## src/verilog/dac_settings.svh

```systemverilog
`ifndef DAC_SETTINGS_SVH
`define DAC_SETTINGS_SVH

// line organisation of the converter
`define NUM_BIN_LINES   6    // binary lines, bit 0 carries its redundant twin
`define NUM_THERM_LINES 17   // unary msb cells
`define NUM_LINES       (`NUM_BIN_LINES + `NUM_THERM_LINES)

// calibration select, 1..NUM_LINES picks line k-1
`define CAL_SEL_WIDTH   5

// currents are counted in unit cells of iref/160
`define CURRENT_WIDTH   11   // holds full scale of 1152 units

// unit weights
`define THERM_UNITS     64   // one thermometer cell
`define RED_UNITS       1    // redundant lsb cell alone

`endif
```

## src/verilog/dacCurrentPkg.sv

```systemverilog
`include "dac_settings.svh"

package dacCurrentPkg;

    typedef logic [`CURRENT_WIDTH-1:0] currentT; // current as a count of unit cells

    typedef currentT weightTableT [`NUM_LINES];

    // weight of each line in units
    // line 0 is the main lsb cell together with its redundant twin
    localparam weightTableT lineWeight = '{
        0:       currentT'(2 * `RED_UNITS),
        1:       currentT'(2),
        2:       currentT'(4),
        3:       currentT'(8),
        4:       currentT'(16),
        5:       currentT'(32),
        default: currentT'(`THERM_UNITS) // all thermometer cells
    };

    function automatic currentT tableSum(input weightTableT weights);
        int acc;
        acc = 0;
        for (int i = 0; i < `NUM_LINES; i++) begin
            acc += int'(weights[i]);
        end
        return currentT'(acc);
    endfunction

    // every cell steered to one side
    localparam currentT FULL_SCALE = tableSum(lineWeight);

endpackage

```

## src/verilog/dacCodePkg.sv

```systemverilog
`include "dac_settings.svh"

package dacCodePkg;

    typedef logic [`NUM_BIN_LINES-1:0]   binCodeT;   // binary part of the code
    typedef logic [`NUM_THERM_LINES-1:0] thermCodeT; // thermometer part of the code
    typedef logic [`NUM_LINES-1:0]       lineMaskT;  // one bit per line, bit 0 is binary bit 0
    typedef logic [`CAL_SEL_WIDTH-1:0]   calSelT;    // 0 or above NUM_LINES means no calibration
    typedef logic [`CAL_SEL_WIDTH-1:0]   lineIdxT;   // index of a single line

    // binary lines sit below the thermometer lines
    function automatic lineMaskT joinCode(input thermCodeT therm, input binCodeT bin);
        return {therm, bin};
    endfunction

    // a select only calibrates when it names an existing line
    function automatic logic calSelValid(input calSelT sel);
        return (sel != '0) && (sel <= calSelT'(`NUM_LINES));
    endfunction

    function automatic lineIdxT calSelToLine(input calSelT sel);
        lineIdxT idx;
        idx = '0;
        if (calSelValid(sel)) begin
            idx = lineIdxT'(sel - 1'b1); // select k picks line k-1
        end
        return idx;
    endfunction

endpackage

```

## src/verilog/dacStageIfs.sv

```systemverilog
`timescale 1ns/10ps

// decoded steering per line, decoder to summer
interface steerIf import dacCodePkg::*; ();

    lineMaskT toOut;      // lines steered to iout
    lineMaskT toOutb;     // lines steered to ioutb
    lineIdxT  calLine;    // line routed to ical
    logic     calEnable;
    logic     powered;    // pdb as sampled with this code
    logic     codeError;  // at least one equal pair

    modport decoder (
        output toOut, toOutb, calLine, calEnable, powered, codeError
    );

    modport summer (
        input toOut, toOutb, calLine, calEnable, powered, codeError
    );

endinterface

// summed currents, summer to output stage
interface sumIf import dacCodePkg::*, dacCurrentPkg::*; ();

    currentT ioutSum;     // units on iout
    currentT ioutbSum;    // units on ioutb
    lineIdxT calLine;
    logic    calEnable;
    logic    powered;
    logic    codeError;

    modport summer (
        output ioutSum, ioutbSum, calLine, calEnable, powered, codeError
    );

    modport outStage (
        input ioutSum, ioutbSum, calLine, calEnable, powered, codeError
    );

endinterface

```

## src/verilog/currentSteeringDac.sv

```systemverilog
`timescale 1ns/10ps

module currentSteeringDac import dacCodePkg::*, dacCurrentPkg::*; (
    input  logic      clk,
    input  logic      rstN,
    input  logic      pdb,         // power down when low
    input  binCodeT   dataIn,      // binary lines, true side
    input  binCodeT   dataInB,     // binary lines, complement side
    input  thermCodeT dataTherm,
    input  thermCodeT dataThermB,
    input  calSelT    dataIcal,    // line k-1 to ical, 0 for none
    output currentT   iout,
    output currentT   ioutb,
    output currentT   ical,
    output logic      outValid,
    output logic      calValid,
    output logic      codeError
);

    steerIf steerIf_i ();
    sumIf   sumIf_i ();

    // decode, sum and output each add one cycle
    dacInputDecoder dacInputDecoder_i (
        .clk        (clk),
        .rstN       (rstN),
        .pdb        (pdb),
        .dataIn     (dataIn),
        .dataInB    (dataInB),
        .dataTherm  (dataTherm),
        .dataThermB (dataThermB),
        .dataIcal   (dataIcal),
        .steer      (steerIf_i.decoder)
    );

    cellCurrentSummer cellCurrentSummer_i (
        .clk   (clk),
        .rstN  (rstN),
        .steer (steerIf_i.summer),
        .sums  (sumIf_i.summer)
    );

    dacOutputStage dacOutputStage_i (
        .clk       (clk),
        .rstN      (rstN),
        .sums      (sumIf_i.outStage),
        .iout      (iout),
        .ioutb     (ioutb),
        .ical      (ical),
        .outValid  (outValid),
        .calValid  (calValid),
        .codeError (codeError)
    );

endmodule

```

## src/verilog/dacOutputStage.sv

```systemverilog
`timescale 1ns/10ps
`include "dac_settings.svh"

module dacOutputStage import dacCodePkg::*, dacCurrentPkg::*; (
    input  logic    clk,
    input  logic    rstN,
    sumIf.outStage  sums,
    output currentT iout,
    output currentT ioutb,
    output currentT ical,
    output logic    outValid,    // low stands for high impedance
    output logic    calValid,
    output logic    codeError
);

    currentT icalNext;

    always_comb begin
        if (!sums.calEnable) begin
            icalNext = '0;
        end else if (sums.calLine == lineIdxT'(0)) begin
            icalNext = currentT'(`RED_UNITS); // only the twin, main lsb cell idles
        end else begin
            icalNext = lineWeight[sums.calLine];
        end
    end

    always_ff @(posedge clk or negedge rstN) begin
        if (!rstN) begin
            iout      <= '0;
            ioutb     <= '0;
            ical      <= '0;
            outValid  <= 1'b0;
            calValid  <= 1'b0;
            codeError <= 1'b0;
        end else begin
            iout      <= sums.ioutSum;
            ioutb     <= sums.ioutbSum;
            ical      <= icalNext;
            outValid  <= sums.powered;
            calValid  <= sums.calEnable;
            codeError <= sums.codeError;
        end
    end

endmodule

```

## src/verilog/cellCurrentSummer.sv

```systemverilog
`timescale 1ns/10ps
`include "dac_settings.svh"

module cellCurrentSummer import dacCodePkg::*, dacCurrentPkg::*; (
    input  logic   clk,
    input  logic   rstN,
    steerIf.summer steer,
    sumIf.summer   sums
);

    lineMaskT outMask;
    lineMaskT outbMask;
    currentT  outAcc;    // units headed for iout
    currentT  outbAcc;   // units headed for ioutb

    assign outMask  = steer.toOut;
    assign outbMask = steer.toOutb;

    // both masks are disjoint, so the two sums never exceed full scale together
    always_comb begin
        outAcc  = '0;
        outbAcc = '0;
        for (int i = 0; i < `NUM_LINES; i++) begin
            if (outMask[i]) begin
                outAcc = outAcc + lineWeight[i];
            end
            if (outbMask[i]) begin
                outbAcc = outbAcc + lineWeight[i];
            end
        end
    end

    always_ff @(posedge clk or negedge rstN) begin
        if (!rstN) begin
            sums.ioutSum   <= '0;
            sums.ioutbSum  <= '0;
            sums.calLine   <= '0;
            sums.calEnable <= 1'b0;
            sums.powered   <= 1'b0;
            sums.codeError <= 1'b0;
        end else begin
            sums.ioutSum   <= outAcc;
            sums.ioutbSum  <= outbAcc;
            sums.calLine   <= steer.calLine;   // side info keeps pace with the sums
            sums.calEnable <= steer.calEnable;
            sums.powered   <= steer.powered;
            sums.codeError <= steer.codeError;
        end
    end

endmodule

```

## src/verilog/dacInputDecoder.sv

```systemverilog
`timescale 1ns/10ps

module dacInputDecoder import dacCodePkg::*; (
    input  logic      clk,
    input  logic      rstN,
    input  logic      pdb,         // low powers the block down
    input  binCodeT   dataIn,
    input  binCodeT   dataInB,
    input  thermCodeT dataTherm,
    input  thermCodeT dataThermB,
    input  calSelT    dataIcal,
    steerIf.decoder   steer
);

    lineMaskT trueBits;
    lineMaskT compBits;
    lineMaskT pairEqual;   // lines whose pair steers nowhere
    lineMaskT calMask;     // line taken out for calibration
    lineMaskT outNext;
    lineMaskT outbNext;
    logic     calEnNext;
    lineIdxT  calLineNext;

    assign trueBits  = joinCode(dataTherm, dataIn);
    assign compBits  = joinCode(dataThermB, dataInB);
    assign pairEqual = ~(trueBits ^ compBits);

    // calibration only while powered
    assign calEnNext   = pdb && calSelValid(dataIcal);
    assign calLineNext = calSelToLine(dataIcal);
    assign calMask     = calEnNext ? (lineMaskT'(1) << calLineNext) : '0;

    // true low steers to iout, true high steers to ioutb
    assign outNext  = ~trueBits & compBits & ~calMask;
    assign outbNext = trueBits & ~compBits & ~calMask;

    always_ff @(posedge clk or negedge rstN) begin
        if (!rstN) begin
            steer.toOut     <= '0;
            steer.toOutb    <= '0;
            steer.calLine   <= '0;
            steer.calEnable <= 1'b0;
            steer.powered   <= 1'b0;
            steer.codeError <= 1'b0;
        end else begin
            if (pdb) begin
                steer.toOut  <= outNext;
                steer.toOutb <= outbNext;
            end else begin
                steer.toOut  <= '0; // no current flows when powered down
                steer.toOutb <= '0;
            end
            steer.calLine   <= calEnNext ? calLineNext : '0;
            steer.calEnable <= calEnNext;
            steer.powered   <= pdb;
            steer.codeError <= |pairEqual;
        end
    end

endmodule

```

## config.mk

```make
export PLATFORM = sky130hd
export DESIGN_NAME = currentSteeringDac
export DESIGN_NICKNAME = d
export VERILOG_FILES = /design/src/verilog/dacCurrentPkg.sv /design/src/verilog/dacCodePkg.sv /design/src/verilog/dacStageIfs.sv /design/src/verilog/currentSteeringDac.sv /design/src/verilog/dacOutputStage.sv /design/src/verilog/cellCurrentSummer.sv /design/src/verilog/dacInputDecoder.sv
export VERILOG_INCLUDE_DIRS = /design/src /design/src/verilog
export SDC_FILE = /design/constraint.sdc
export NUM_CORES = 1
export LEC_CHECK = 0
export BUFFER_PORTS_ARGS = -buffer_cell sky130_fd_sc_hd__buf_2
export CAP_MARGIN = 20
export CORE_MARGIN = 8
export CORE_UTILIZATION = 30
export DETAILED_ROUTE_END_ITERATION = 8
export PLACE_DENSITY_LB_ADDON = 0.25
export SLEW_MARGIN = 5
export SYNTH_ARGS = -nofsm -noshare
export SYNTH_HDL_FRONTEND = slang
export SYNTH_SLANG_ARGS = --single-unit
```

## constraint.sdc

```tcl
create_clock -name clk -period 8.14 [get_ports clk]
set_clock_uncertainty 0.2 [all_clocks]
set_input_delay 0.407 -clock clk [delete_from_list [all_inputs] [get_ports clk]]
set_output_delay 0.407 -clock clk [all_outputs]
set_load 0.05 [all_outputs]
```

# Yosys cells after proc, flatten, opt, wreduce, memory -nomap -nowiden
# Memory sizes are Yosys's and may differ from the RTL's.
# Index checks and enable logic that the tools add are counted.
# totals
register_bits	120
romBits	352
memories	1
inputBits	54
# mem_list
name	words	word_bits	read_ports	rd_ports_with_merged_regs	write_ports	line	text
(name not given)	32	11	1	0	0	dacOutputStage.sv:24	icalNext = lineWeight[sums.calLine];
# op_classes
shifts	1
add_sub_neg	45
n_reduce_logical	5
bitwise	10
mux	55
magnitude_cmp	2
# ops
op	count
2-to-1 mux 11 bit	48
adder 11 x 7 -> 11 bit, second input constant	34
bitwise AND 23 bit	4
inverter 23 bit	4
2-to-1 mux 23 bit	3
OR reduction 23 bit	1
left shift 1 x 5 -> 23 bit, first input constant	1
XOR 23 bit	1
adder 11 x 3 -> 11 bit, second input constant	2
adder 11 x 4 -> 11 bit, second input constant	2
adder 11 x 5 -> 11 bit, second input constant	2
adder 11 x 6 -> 11 bit, second input constant	2
2-to-1 mux 5 bit	2
adder 2 x 2 -> 3 bit, second input constant	2
>= comparator 6 bit, second input constant	1
inverter 5 -> 6 bit	1
less-or-equal comparator 5 bit, second input constant	1
logical NOT 5 bit	1
nonzero test 5 bit	1
subtractor 5 x 1 -> 5 bit, second input constant	1
2-to-1 mux 2 bit	2
logical AND 1 bit	2

# Longest topological paths before layout
# depth
ltp_word	45
ltp_mapped	55
ltp_nobuf	55

# By module
# From an unflattened synthesis, not the netlist that was laid out.
# unflattened
hier_cells	960
area_unflattened_um2	8949.8
# by_module_without_submodules
mod	n_inst	area_per_inst_um2	seq_area_each_um2	cells_per_inst
cellCurrentSummer	1	5066.1	700.7	631
dacInputDecoder	1	2960.3	1351.3	278
dacOutputStage	1	923.4	800.8	51

# Worst setup path before layout
# No wires, ideal clock.
# synth_path
path_kind	reg-to-reg
startpoint	register dacInputDecoder_i.steer.toOut[0]
endpoint	register cellCurrentSummer_i.sums.ioutSum[10]
t_required_ns	7.815
n_path_buf	0
arrival_ns	8.308
path_stages_with_launch	54
slack_ns	-0.493
setup_time_ns	0.125
path_cell_list	dfrtp_1 > ha_1 > ha_1 > ha_1 > ha_1 > ha_1 > inv_1 > ha_1 > xor2_1 > ha_1 > nand2b_1 > o31ai_1 > xnor2_1 > nor2_1 > nor2_1 > ha_1 > o21ai_0 > o22ai_1 > [18 not listed] > o21ai_0 > o21ai_0 > xnor2_1 > nand2_1 > o21ai_0 > ha_1 > o22ai_1 > xnor2_1 > mux2_2 > ha_1 > o21ai_0 > o21ai_0 > ha_1 > nand2_1 > a21oi_1 > xor2_1 > mux2i_1 > xnor2_1
# synth_via
elab_chain_len	45
# synth_rtl
item	line	text
start, declared	dacStageIfs.sv:14	output toOut, toOutb, calLine, calEnable, powered, codeError
start signal, assigned	dacInputDecoder.sv:47	steer.toOut <= outNext;
2-to-1 mux 2 bit (*)	cellCurrentSummer.sv:24	if (outMask[i]) begin
adder 2 x 2 -> 3 bit	cellCurrentSummer.sv:25	outAcc = outAcc + lineWeight[i];
2-to-1 mux 11 bit (*)	cellCurrentSummer.sv:24	
adder 11 x 3 -> 11 bit	cellCurrentSummer.sv:25	
2-to-1 mux 11 bit (*)	cellCurrentSummer.sv:24	
adder 11 x 4 -> 11 bit	cellCurrentSummer.sv:25	
2-to-1 mux 11 bit (*)	cellCurrentSummer.sv:24	
adder 11 x 5 -> 11 bit	cellCurrentSummer.sv:25	
[30 not listed]	n/a	
2-to-1 mux 11 bit (*)	cellCurrentSummer.sv:24	
adder 11 x 7 -> 11 bit	cellCurrentSummer.sv:25	
2-to-1 mux 11 bit (*)	cellCurrentSummer.sv:24	
adder 11 x 7 -> 11 bit	cellCurrentSummer.sv:25	
2-to-1 mux 11 bit (*)	cellCurrentSummer.sv:24	
adder 11 x 7 -> 11 bit	cellCurrentSummer.sv:25	
2-to-1 mux 11 bit (*)	cellCurrentSummer.sv:24	
net cellCurrentSummer_i.outAcc[10]	cellCurrentSummer.sv:13	currentT outAcc;
end signal, assigned	cellCurrentSummer.sv:42	sums.ioutSum <= outAcc;
end, declared	dacStageIfs.sv:34	output ioutSum, ioutbSum, calLine, calEnable, powered, codeError
# Mark *: on every way through the listed nets, which the timed path passes. The rest lies on a longest branch.

# Final worst setup path
# layout_path
startpoint	register dacInputDecoder_i.steer.toOut[1]
endpoint	register cellCurrentSummer_i.sums.ioutSum[10]
# layout_via
elab_chain_len	43
# layout_rtl
item	line
2-to-1 mux 11 bit (*)	cellCurrentSummer.sv:24
adder 11 x 3 -> 11 bit	cellCurrentSummer.sv:25
2-to-1 mux 11 bit (*)	cellCurrentSummer.sv:24
adder 11 x 4 -> 11 bit	cellCurrentSummer.sv:25
2-to-1 mux 11 bit (*)	cellCurrentSummer.sv:24
adder 11 x 5 -> 11 bit	cellCurrentSummer.sv:25
2-to-1 mux 11 bit (*)	cellCurrentSummer.sv:24
adder 11 x 6 -> 11 bit	cellCurrentSummer.sv:25
[28 not listed]	n/a
2-to-1 mux 11 bit (*)	cellCurrentSummer.sv:24
adder 11 x 7 -> 11 bit	cellCurrentSummer.sv:25
2-to-1 mux 11 bit (*)	cellCurrentSummer.sv:24
adder 11 x 7 -> 11 bit	cellCurrentSummer.sv:25
2-to-1 mux 11 bit (*)	cellCurrentSummer.sv:24
adder 11 x 7 -> 11 bit	cellCurrentSummer.sv:25
2-to-1 mux 11 bit (*)	cellCurrentSummer.sv:24
net cellCurrentSummer_i.outAcc[10]	cellCurrentSummer.sv:13
# Marks and branches as above.

==> summary.txt <==
Run status
  – Status: complete, but fails checks
  – Failing checks: negative setup slack

Logic synthesis
  – Synthesized area per cell: 8.98 sq um
  – Synth area leader: dfrtp_1
  – Mapped Area: 8820 sq um
  – Post-synth ARST share: 100%
  – Ys Warns: 0
  – Register area share after synthesis: 31.8%
  – Synth Flop Type: dfrtp_1
  – Count of cell types in the netlist: 77
  – Post-synth EDFFs: 0
  – Area share of the largest cell type after synthesis: 31.8%
  – Post-Synthesis Cells: 982
  – Largest cells by area after synthesis: dfrtp_1 (32%), ha_1 (13%), xnor2_1 (8.2%)
  – Post-synthesis register bit count: 112

Drt
  – Pre-antenna DRT Iters: 4
  – Metal-1 WL: 10.2 mm
  – Routed len/inst: 14.0 um
  – Routed Antenna Nets: 0
  – Residual DRC: 0
  – Vias: 7211
  – Final wirelength: 21.8 mm
  – Uppermost layer routed: met5
  – Met3 wire length: 660 um
  – DR vias/cell: 4.61
  – Initial DRC Count: 311
  – Met2 WL post-DR: 10.6 mm

Setup path
  – Reg2reg setup slack: -590 ps
  – CP peak stage delay: 380 ps
  – CP most frequent cell: buf_4
  – CP Class: flip-flop to flip-flop
  – Crit-path max FO: 3
  – Crit start category: flip-flop
  – Worst Setup End Kind: flip-flop
  – Crit path required time: 8220 ps
  – Reg2Reg Depth: 58
  – Critical path arrival: 8810 ps
  – R2R Path Start: dacInputDecoder_i.steer.toOut[1]
  – Max stage delay cell, worst path: dfrtp_1
  – Critical R2R Capture: cellCurrentSummer_i.sums.ioutSum[10]

Die
  – Die H: 187 um
  – Floorplan row count: 62
  – Die area: 35100 sq um
  – I/O Pins: 90
  – Starting density of the core: 30.6%
  – DIE WIDTH: 187 um
  – Core ar.: 28900 sq um

Power
  – P_leak: 5.49 nW
  – Maximum vdd ir drop: 0.000122 V
  – Cell Pwr Density: 192 nW/um^2
  – Final Power: 2.20 mW

Clock tree
  – Worst-path clk slew: 80 ps
  – # H-tree levels: 3
  – Maximum clock path buffer count: 2
  – CTS tree: built
  – CTS Buf Count: 9
  – Root Buffer: clkbuf_16
  – Clock Sinks: 112
  – Clock Latency Late Sink: 370 ps

Min path
  – Hold Path Stages: 1
  – HP Start: pdb
  – Min-Delay Path Class: input pin to flip-flop
  – Worst Hold End: dacInputDecoder_i.steer.powered

Layout
  – Cell area after layout: 11400 sq um
  – Antenna diodes: 0
  – Area Overhead vs Synth: 29.5%
  – Fillcell total: 2923
  – Core Util, Final: 39.6%
  – Final cell count without fillers: 1563
  – Area of the multi-input gates: 5930 sq um
  – Reg area: 2800 sq um
  – Net count, final: 1322
  – Share of cells above drive strength 1: 28.8%

Global routing
  – Gr usage total: 12.2%
  – Vias in the first global route: 7172
  – Initial antenna violation count: 1
  – Grt total ovfl: 0
  – Largest net degree at the start of global routing: 67
  – First-pass GRT wire length: 35.3 mm

STA
  – Peak Freq: 0.115 GHz
  – Fin. max-slew vios: 0
  – Fin worst setup slack: -589 ps
  – Worst slew margin: 43.2%
  – Fin crit period: 8730 ps
  – Fin. Hold Viols: 0
  – # setup viols final: 6
  – Setup_tns: -2080 ps
  – RSZ-0062 raised after global routing: yes
  – Tcrit/Tclk final: 107%
  – Worst hold margin: 141 ps
  – Slew @ Worst Pin: 852 ps

Job
  – Max-Cap Viols: 0

Placement
  – Placed cells: 1485
  – Post-DP HPWL: 16.7 mm
  – Gpl congestion: 0.812
  – Placed cell area: 10300 sq um
  – Place WS: -565 ps
  – Number of port buffers: 83
-- how the worst max path moves through the flow --
stage	to	slack, ps	start	cells past startpoint
2_1_floorplan	cellCurrentSummer_i.sums.ioutSum[10]	-110	dacInputDecoder_i.steer.toOut[0]	54
3_3_place_gp	cellCurrentSummer_i.sums.ioutbSum[10]	-590	dacInputDecoder_i.steer.toOutb[0]	51
3_5_place_dp	cellCurrentSummer_i.sums.ioutbSum[10]	-560	dacInputDecoder_i.steer.toOutb[1]	51
4_1_cts	cellCurrentSummer_i.sums.ioutSum[10]	-400	dacInputDecoder_i.steer.toOut[1]	53
5_1_grt	cellCurrentSummer_i.sums.ioutSum[10]	-1120	dacInputDecoder_i.steer.toOut[1]	53
6_report	cellCurrentSummer_i.sums.ioutSum[10]	-590	dacInputDecoder_i.steer.toOut[1]	58
-- where the power goes --
group          switching (mW)  internal [mW]
sequential             0.0359          0.608
clock                   0.234          0.228
combinational           0.562          0.528
total                   0.832           1.36
-- layer usage --
layer | GRT usage [%] | vias up
met5 | 0 | -
met4 | 4.00 | 2
met3 | 2.24 | 23
met2 | 20.8 | 116
met1 | 15.2 | 3404
li1 | - | 3666
-- cell families (layout without fill, tap and decap cells) --
kind of cell | Yosys count | count (layout) | share of synthesized area [%]
adders and majority gates | 94 | 94 | 13.3
other | 1 | 6 | 0.0425
and+or+nand+nor | 294 | 294 | 16.3
muxes | 16 | 16 | 1.87
buffers and inverters | 166 | 358 | 8.12
AOI/OAI and AO/OA | 162 | 162 | 12.0
xor gates and xnor gates | 137 | 137 | 16.5
DFF | 112 | 112 | 31.8
-- cells in the mapped netlist, types with 6 or more instances --
master    number
a21oi_1       28
a31oi_1       11
and2_1        15
buf_4          8
clkbuf_1      24
dfrtp_1      112
ha_1          94
inv_1        125
mux2i_1       12
nand2_1       77
nand2b_1      10
nand3_1       26
nand4_1       10
nor2_1        91
nor2b_1        9
nor3_1        12
nor3b_1        7
o21a_1         7
o21ai_0       52
o22ai_1        6
o31ai_1        7
xnor2_1       83
xnor3_1        8
xor2_1        37
-- cell usage in the layout (no fill, tap or decap), types with 5 or more instances in the layout --
cell	synthesis	layout
a21oi_1	28	20
a21oi_2	0	8
a31oi_1	11	8
and2_1	15	15
buf_2	2	82
buf_4	8	134
clkbuf_16	0	9
conb_1	1	6
dfrtp_1	112	112
ha_1	94	73
ha_2	0	5
ha_4	0	16
inv_1	125	121
mux2i_1	12	12
nand2_1	77	72
nand2b_1	10	8
nand3_1	26	25
nand4_1	10	10
nor2_1	91	90
nor2b_1	9	8
nor3_1	12	11
nor3b_1	7	7
nor4_1	5	5
o21a_1	7	7
o21ai_0	52	36
o21ai_1	0	9
o21ai_2	0	7
or3_1	5	5
xnor2_1	83	70
xnor2_2	1	13
xnor3_1	8	8
xor2_1	37	35
xor2_4	4	6
-- critical path: cells and delay by family, from the launching register on --
family | cells | cell delay, ps
buffers and inverters | 26 | 3170
adders and majority gates | 9 | 1890
xor gates and xnor gates | 8 | 1550
AOI/OAI and AO/OA | 7 | 700
and+or+nand+nor | 7 | 570
DFF | 1 | 380
muxes | 1 | 220
-- cell type report --
class                           count  share of cell area, %
Tap cell                          384                   4.21
Inverter                          125                   4.15
Clock buffer                       10                   2.09
Clock inverter                      6                  0.592
Multi-Input combinational cell    709                   51.9
Sequential cell                   112                   24.5
Timing Repair Buffer              217                   12.5
-- timing repair --
item	4_1_cts	5_1_grt
endpoints found under the setup margin	8	8
hold buffers	1	0
cloned	0	0
gates resized for setup	27	35
hold endpoints to repair	46	0
pin swaps	69	34
setup buffers	50	15
-- state kept, by name, summed over array words and instances, names as in the netlist, 5 cells and up --
register / count
cellCurrentSummer_i.sums.calLine: 5
dacInputDecoder_i.steer.calLine: 5
dacOutputStage_i.ical: 7
dacOutputStage_i.iout: 10
dacInputDecoder_i.steer.toOut: 23
cellCurrentSummer_i.sums.ioutSum: 10
cellCurrentSummer_i.sums.ioutbSum: 10
dacOutputStage_i.ioutb: 10
dacInputDecoder_i.steer.toOutb: 23
Power figures use the tool's default switching activity.
